===== config.mk =====
export PLATFORM = sky130hd
export DESIGN_NAME = decode_top
export DESIGN_NICKNAME = d
export VERILOG_FILES = /design/src/common/rv_decode_pkg.sv /design/src/hdl/instr_fields.sv /design/src/hdl/alu_ctrl_dec.sv /design/src/hdl/reg_file.sv /design/src/decode/decode_read.sv /design/src/hdl/decode_top.sv
export SDC_FILE = /design/constraint.sdc
export NUM_CORES = 2
export LEC_CHECK = 0
export BUFFER_PORTS_ARGS = -buffer_cell sky130_fd_sc_hd__buf_2
export CAP_MARGIN = 20
export CORE_ASPECT_RATIO = 0.9
export CORE_UTILIZATION = 60
export DETAILED_ROUTE_END_ITERATION = 7
export PLACE_DENSITY = 0.76
export SLEW_MARGIN = 10
export SYNTH_ARGS = -nofsm -noshare
export SYNTH_HDL_FRONTEND = slang
export SYNTH_SLANG_ARGS = --single-unit

===== constraint.sdc =====
create_clock -name clk -period 13.24 [get_ports clk]
set_input_delay 1.324 -clock clk [delete_from_list [all_inputs] [get_ports clk]]
set_output_delay 1.324 -clock clk [all_outputs]
set_load 0.01 [all_outputs]

===== src/common/rv_decode_pkg.sv =====
package rv_decode_pkg;

    localparam int xlen       = 32;
    localparam int reg_addr_w = 5;
    localparam int num_regs   = 32;

    // rv32i major opcodes
    localparam logic [6:0] OPC_LUI       = 7'b0110111;
    localparam logic [6:0] OPC_AUIPC     = 7'b0010111;
    localparam logic [6:0] OPC_JAL       = 7'b1101111;
    localparam logic [6:0] OPC_JALR      = 7'b1100111;
    localparam logic [6:0] OPC_BRANCH    = 7'b1100011;
    localparam logic [6:0] OPC_LOAD      = 7'b0000011;
    localparam logic [6:0] OPC_STORE     = 7'b0100011;
    localparam logic [6:0] OPC_ARI_ITYPE = 7'b0010011;
    localparam logic [6:0] OPC_ARI_RTYPE = 7'b0110011;
    localparam logic [6:0] OPC_CSR       = 7'b1110011;

    typedef enum logic [3:0] {
        alu_add    = 4'd0,
        alu_sub    = 4'd1,
        alu_sll    = 4'd2,
        alu_slt    = 4'd3,
        alu_sltu   = 4'd4,
        alu_xor    = 4'd5,
        alu_srl    = 4'd6,
        alu_sra    = 4'd7,
        alu_or     = 4'd8,
        alu_and    = 4'd9,
        alu_copy_b = 4'd10   // lui passes the immediate through
    } alu_op_e;

    // raw instruction fields plus the format-selected immediate
    typedef struct packed {
        logic [6:0]            opcode;
        logic [2:0]            funct3;
        logic [6:0]            funct7;
        logic [reg_addr_w-1:0] rd;
        logic [reg_addr_w-1:0] rs1;
        logic [reg_addr_w-1:0] rs2;
        logic [xlen-1:0]       imm;
    } dec_fields_t;

    // registered output of the decode stage
    typedef struct packed {
        alu_op_e               alu_op;
        logic [2:0]            funct3;
        logic [reg_addr_w-1:0] rd;
        logic                  is_jump;
        logic                  is_branch;
        logic                  a_sel;      // 1 selects rs1 data
        logic                  b_sel;      // 1 selects the immediate
        logic                  reg_we;
        logic                  mem_we;     // stores
        logic                  mem_rr;     // loads
        logic                  csr_write;
        logic [xlen-1:0]       imm;
        logic [xlen-1:0]       rs1_data;
        logic [xlen-1:0]       rs2_data;
    } dec_ctrl_t;

    // write-back request into the register file
    typedef struct packed {
        logic                  en;
        logic [reg_addr_w-1:0] addr;
        logic [xlen-1:0]       data;
    } wb_req_t;

endpackage


===== src/hdl/instr_fields.sv =====
`timescale 1ns/1ps

module instr_fields import rv_decode_pkg::*; (
    input  logic [xlen-1:0] instr,
    output dec_fields_t     fields
);

    logic [6:0]      opcode;
    logic [xlen-1:0] imm_i;
    logic [xlen-1:0] imm_s;
    logic [xlen-1:0] imm_b;
    logic [xlen-1:0] imm_u;
    logic [xlen-1:0] imm_j;

    assign opcode = instr[6:0];

    // immediates for every format, picked below by opcode
    assign imm_i = {{20{instr[31]}}, instr[31:20]};
    assign imm_s = {{20{instr[31]}}, instr[31:25], instr[11:7]};
    assign imm_b = {{19{instr[31]}}, instr[31], instr[7], instr[30:25], instr[11:8], 1'b0};
    assign imm_u = {instr[31:12], 12'b0};
    assign imm_j = {{11{instr[31]}}, instr[31], instr[19:12], instr[20], instr[30:21], 1'b0};

    always_comb begin
        fields.opcode = opcode;
        fields.funct3 = instr[14:12];
        fields.funct7 = instr[31:25];
        fields.rd     = instr[11:7];
        fields.rs1    = instr[19:15];
        fields.rs2    = instr[24:20];   // also the shift amount for shift immediates

        case (opcode)
            OPC_LOAD,
            OPC_JALR,
            OPC_ARI_ITYPE,
            OPC_CSR: begin
                fields.imm = imm_i;
            end
            OPC_STORE: begin
                fields.imm = imm_s;
            end
            OPC_BRANCH: begin
                fields.imm = imm_b;
            end
            OPC_LUI,
            OPC_AUIPC: begin
                fields.imm = imm_u;
            end
            OPC_JAL: begin
                fields.imm = imm_j;
            end
            default: begin
                fields.imm = '0;   // r-type and unknown words
            end
        endcase
    end

endmodule


===== src/hdl/alu_ctrl_dec.sv =====
`timescale 1ns/1ps

module alu_ctrl_dec import rv_decode_pkg::*; (
    input  dec_fields_t fields,
    output alu_op_e     alu_op
);

    logic    alt;          // funct7 bit 5, sub / sra select
    alu_op_e arith_op;

    assign alt = fields.funct7[5];

    // shared funct3 map for r-type and i-type arithmetic
    always_comb begin
        case (fields.funct3)
            3'b000:  arith_op = (alt && fields.opcode == OPC_ARI_RTYPE) ? alu_sub : alu_add;
            3'b001:  arith_op = alu_sll;
            3'b010:  arith_op = alu_slt;
            3'b011:  arith_op = alu_sltu;
            3'b100:  arith_op = alu_xor;
            3'b101:  arith_op = alt ? alu_sra : alu_srl;
            3'b110:  arith_op = alu_or;
            default: arith_op = alu_and;
        endcase
    end

    always_comb begin
        case (fields.opcode)
            OPC_ARI_RTYPE,
            OPC_ARI_ITYPE: begin
                alu_op = arith_op;
            end
            OPC_LUI: begin
                alu_op = alu_copy_b;
            end
            default: begin
                alu_op = alu_add;   // address and pc arithmetic
            end
        endcase
    end

endmodule


===== src/hdl/reg_file.sv =====
`timescale 1ns/1ps

module reg_file import rv_decode_pkg::*; (
    input  logic                  clk,
    input  logic                  rst_n,
    input  wb_req_t               wb,
    input  logic [reg_addr_w-1:0] rs1,
    input  logic [reg_addr_w-1:0] rs2,
    output logic [xlen-1:0]       rs1_data,
    output logic [xlen-1:0]       rs2_data
);

    logic [xlen-1:0] regs [1:num_regs-1];   // x0 has no storage
    logic            wr_en;

    assign wr_en = wb.en && (wb.addr != '0);

    always_ff @(posedge clk) begin
        if (!rst_n) begin
            for (int i = 1; i < num_regs; i++) begin
                regs[i] <= '0;
            end
        end else if (wr_en) begin
            regs[wb.addr] <= wb.data;
        end
    end

    // read with same-cycle write forwarding
    function automatic logic [xlen-1:0] read_port(input logic [reg_addr_w-1:0] addr);
        if (addr == '0) begin
            return '0;
        end
        if (wr_en && wb.addr == addr) begin
            return wb.data;
        end
        return regs[addr];
    endfunction

    always_comb begin
        rs1_data = read_port(rs1);
    end

    always_comb begin
        rs2_data = read_port(rs2);
    end

endmodule


===== src/decode/decode_read.sv =====
`timescale 1ns/1ps

module decode_read import rv_decode_pkg::*; (
    input  logic            clk,
    input  logic            rst_n,
    input  logic            stall,
    input  logic            bubble,
    input  dec_fields_t     fields,
    input  alu_op_e         alu_op,
    input  logic [xlen-1:0] rs1_data,
    input  logic [xlen-1:0] rs2_data,
    output dec_ctrl_t       ctrl
);

    dec_ctrl_t nxt;
    logic      is_store;

    assign is_store = fields.opcode == OPC_STORE;

    always_comb begin
        nxt          = '0;
        nxt.alu_op   = alu_op;
        nxt.funct3   = fields.funct3;
        nxt.rd       = fields.rd;
        nxt.imm      = fields.imm;
        nxt.rs1_data = rs1_data;
        nxt.rs2_data = rs2_data;

        nxt.is_jump   = fields.opcode inside {OPC_JAL, OPC_JALR, OPC_BRANCH};
        nxt.is_branch = fields.opcode == OPC_BRANCH;
        nxt.a_sel     = fields.opcode inside {OPC_LOAD, OPC_STORE, OPC_ARI_RTYPE,
                                              OPC_ARI_ITYPE, OPC_CSR};
        nxt.reg_we    = fields.opcode inside {OPC_LUI, OPC_AUIPC, OPC_JAL, OPC_JALR,
                                              OPC_LOAD, OPC_ARI_ITYPE, OPC_ARI_RTYPE};
        nxt.mem_we    = is_store;
        nxt.mem_rr    = fields.opcode == OPC_LOAD;
        nxt.csr_write = fields.opcode == OPC_CSR;

        // store and r-type take rs2
        nxt.b_sel     = fields.opcode inside {OPC_LUI, OPC_AUIPC, OPC_JAL, OPC_JALR,
                                              OPC_BRANCH, OPC_LOAD, OPC_CSR, OPC_ARI_ITYPE};
    end

    always_ff @(posedge clk) begin
        if (!rst_n) begin
            ctrl.is_jump   <= 1'b0;
            ctrl.is_branch <= 1'b0;
            ctrl.a_sel     <= 1'b0;
            ctrl.b_sel     <= 1'b0;
            ctrl.reg_we    <= 1'b0;
            ctrl.mem_we    <= 1'b0;
            ctrl.mem_rr    <= 1'b0;
            ctrl.csr_write <= 1'b0;
        end else if (bubble) begin   // squash side effects and keep the rest
            ctrl.is_jump   <= 1'b0;
            ctrl.is_branch <= 1'b0;
            ctrl.reg_we    <= 1'b0;
            ctrl.mem_we    <= 1'b0;
            ctrl.mem_rr    <= 1'b0;
            ctrl.csr_write <= 1'b0;
        end else if (!stall) begin
            ctrl <= nxt;
        end
    end

endmodule


===== src/hdl/decode_top.sv =====
`timescale 1ns/1ps

module decode_top import rv_decode_pkg::*; (
    input  logic            clk,
    input  logic            rst_n,
    input  logic            stall,
    input  logic            bubble,
    input  logic [xlen-1:0] instr,
    input  wb_req_t         wb,
    output dec_ctrl_t       ctrl
);

    dec_fields_t     fields;
    alu_op_e         alu_op;
    logic [xlen-1:0] rs1_data;
    logic [xlen-1:0] rs2_data;

    instr_fields u_fields (
        .instr  (instr),
        .fields (fields)
    );

    alu_ctrl_dec u_alu_dec (
        .fields (fields),
        .alu_op (alu_op)
    );

    reg_file u_regs (
        .clk      (clk),
        .rst_n    (rst_n),
        .wb       (wb),
        .rs1      (fields.rs1),
        .rs2      (fields.rs2),
        .rs1_data (rs1_data),
        .rs2_data (rs2_data)
    );

    decode_read u_stage (
        .clk      (clk),
        .rst_n    (rst_n),
        .stall    (stall),
        .bubble   (bubble),
        .fields   (fields),
        .alu_op   (alu_op),
        .rs1_data (rs1_data),
        .rs2_data (rs2_data),
        .ctrl     (ctrl)
    );

endmodule


==> results.ini <==
[detailed_routing]
wirelength_um = 204000
vias_per_cell = 7.33
ant_nets = 0
dr.first_iter.drc_count = 7707
drtPass1Iterations = 8
post_drt_wl_per_cell_um = 35.9
via_count = 41614
drcViolationCount = 0

[critical_path]
critPathCaptureType = flop
crit_buf_inv = 3
critPathLaunchType = input port
arrival_ns = 5.13
worst-path-max-fanout = 135
critPathSlowestCell = buf_4
cp_cell_sequence = buf_8 > buf_4 > buf_12 > mux2i_1 > a22oi_1 > a21oi_1 > nor4_1 > a22o_1
crit_type = input port to flop
worstPathRequired_ns = 13.81
cp.depth = 8
cp_top_family = buffers and inverters
slowest_delay_ns = 0.87
worst-r2r-cell-count = 5

[floorplanning]
num_rows = 108
start_util = 0.610
coreArea_sq_um = 97000
die_y_um = 300
dieArea_sq_um = 99900
io_pins = 190
die_w_um = 333

[finish]
layout.nets = 4379
drive_gt1_frac = 0.180
post-route-util = 0.675
n_fill_cell = 6705
area_growth_pct = 10.6
layout.cells.non_filler = 5679

[clock_tree]
numCtsBuffers = 116
worstSkewPairLatency_ns = 0.71
cts-htree-levels = 3
cts_tree = done
cts_root_buffer = clkbuf_16
path_clk_slew_ns = 0.06
hold_buffers = 0
cts_setup_buffers = 0
cts_resized = 0
clock_path_buffers = 3
cts.sinks = 1140

[timing]
tightest_slew_ns = 1.23
fmax_mhz = 219
hold_slack_ns = 0.505
fin_crit_ns = 4.56
fin_ws_ns = 8.68
fin_crit_sh = 0.344
max_slew_margin = 0.180
tns_ns = 0
setup_viol = 0
finalHoldViolCount = 0
skew_ns = 0.0169
drv_slew = 0
rsz0062_at_grt = no

[global_route]
grt_pass1_wl_um = 286000
grt_pass1_vias = 40004
grt_antenna_before_repair = 25
grt_usage = 0.404
overflow = 0
grt_max_degree = 136

[min_path]
hp-class = flop to flop
hold_depth = 2

[power_and_ir_drop]
static-leakage-power_nw = 23.8
powerDensity_nw_per_um2 = 133
vdd_ir_drop_max_mv = 0.111

[logic_synthesis]
postSynthAreaPerCell_sq_um = 13.7
synth_area_sq_um = 59200
ys_warn_count = 0
synth_seq_cells = 1140
ys_async_sr_fraction = 0
seq_area_frac_synth = 0.577
synthFlopType = edfxtp_1
synth_edf_count = 1132
syn-instance-count = 4315
synthDistinctLibCells = 58

[placement]
io_buffer_count = 189
dpl.cell_count = 5452
place_congestion = 0.890
dp_slack_ns = 8.14
hpwl_um = 106000

[job]
cap_violations = 0

[status]
status = finished, final reports clean

[worst paths after layout]
check                     start                end  slack, ns
max                   instr[15]   u_stage.ctrl[58]       8.68
min           u_stage.ctrl[103]  u_stage.ctrl[103]       0.50
max reg2reg  u_regs.regs[12][1]    u_stage.ctrl[1]      10.83
min reg2reg   u_stage.ctrl[103]  u_stage.ctrl[103]       0.50
[synthesized netlist by cell type (2+ instances only)]
master     instances  area (sq um)
a2111oi_0          3          26.3
a211o_1            2          17.5
a211oi_1           6          45.0
a21boi_0           2          15.0
a21o_1            21           158
a21oi_1          137           686
a22o_1            61           534
a22oi_1          249          1870
and2_1           969          6060
and3_1             3          18.8
and4_1             2          17.5
buf_1             19          71.3
buf_2            100           500
buf_4              8          60.1
buf_6              9           101
clkbuf_1         316          1190
dfxtp_1            8           160
edfxtp_1        1132         34000
inv_1              4          15.0
mux2_2             3          33.8
mux2i_1          568          5690
mux4_2           233          5250
nand2_1           26          97.6
nand2b_1          12          75.1
nand3_1           15          75.1
nand3b_1           7          52.6
nand4_1            2          12.5
nor2_1            57           214
nor2b_1           16           100
nor3_1            43           215
nor4_1            60           375
nor4b_1            2          17.5
o211ai_1           2          15.0
o21ai_0           50           250
o21bai_1           2          15.0
o221a_2            4          45.0
o22ai_1          125           782
o2bb2ai_1          2          17.5
o31a_1             2          17.5
or2_2              4          25.0
or3_1              2          12.5
or3b_2             2          17.5
xnor2_1            4          35.0
xor2_1             7          61.3
[state kept, by name, indices dropped and copies added (netlist names)]
name          count
u_regs.regs    1024
u_stage.ctrl    116
[layout by cell type (no fill, tap or decap), types with 25 or more instances in the layout]
cell type | synthesis | final
a21oi_1 | 137 | 137
a22o_1 | 61 | 61
a22oi_1 | 249 | 249
and2_1 | 969 | 968
buf_2 | 100 | 185
buf_4 | 8 | 97
clkbuf_16 | 0 | 120
clkinv_1 | 0 | 30
conb_1 | 1 | 32
edfxtp_1 | 1132 | 1132
mux2i_1 | 568 | 568
mux4_2 | 233 | 233
nor2_1 | 57 | 25
nor2_4 | 0 | 32
nor3_1 | 43 | 43
nor4_1 | 60 | 59
o21ai_4 | 0 | 31
o22ai_1 | 125 | 125
[metal layers]
metal | track usage | vias up | wire (um)
li1 | - | 16434 | -
met1 | 0.544 | 20436 | 70400
met2 | 0.593 | 3918 | 88600
met3 | 0.132 | 810 | 33400
met4 | 0.202 | 16 | 11500
met5 | 0 | - | 212
[layout make-up]
| type | instances | area, sq um | area share |
|---|---|---|---|
| sequential | 1140 | 34200 | 0.522 |
| multi-input combinational | 2750 | 23800 | 0.364 |
| tap | 1265 | 1580 | 0.0242 |
| antenna | 9 | 22.5 | 0.000344 |
| timing repair buffer | 293 | 1870 | 0.0285 |
| inverter | 4 | 15.0 | 0.000229 |
| clock buffer | 137 | 3070 | 0.0469 |
| clock inverter | 81 | 915 | 0.0140 |
[per-stage QoR]
step / instance area (sq um) / power (mW)
2_1_floorplan: 59300 / 4.90
3_3_place_gp: 61400 / 5.21
3_5_place_dp: 61400 / 5.24
4_1_cts: 65400 / 8.64
5_1_grt: 65400 / 8.85
6_report: 65500 / 8.68
[logic make-up after synthesis]
family / synth area share
AOI/OAI and AO/OA: 0.0768
xor gates and xnor gates: 0.00163
buffers and inverters: 0.0327
DFF: 0.577
muxes: 0.185
other: 0.0000634
and+or+nand+nor: 0.126
[where the power goes]
group / total [mW] / switching [mW] / internal, mW
sequential: 4.28 / 0.104 / 4.17
clock: 3.48 / 1.44 / 2.04
combinational: 0.932 / 0.588 / 0.344
total: 8.68 / 2.13 / 6.55
[worst min-delay path, delay by kind of cell, from the launching register on]
kind	cells	cell delay, ns
flip-flops	1	0.31
AND/OR/NAND/NOR	2	0.15
No activity file was read; power rests on OpenSTA's default activity.
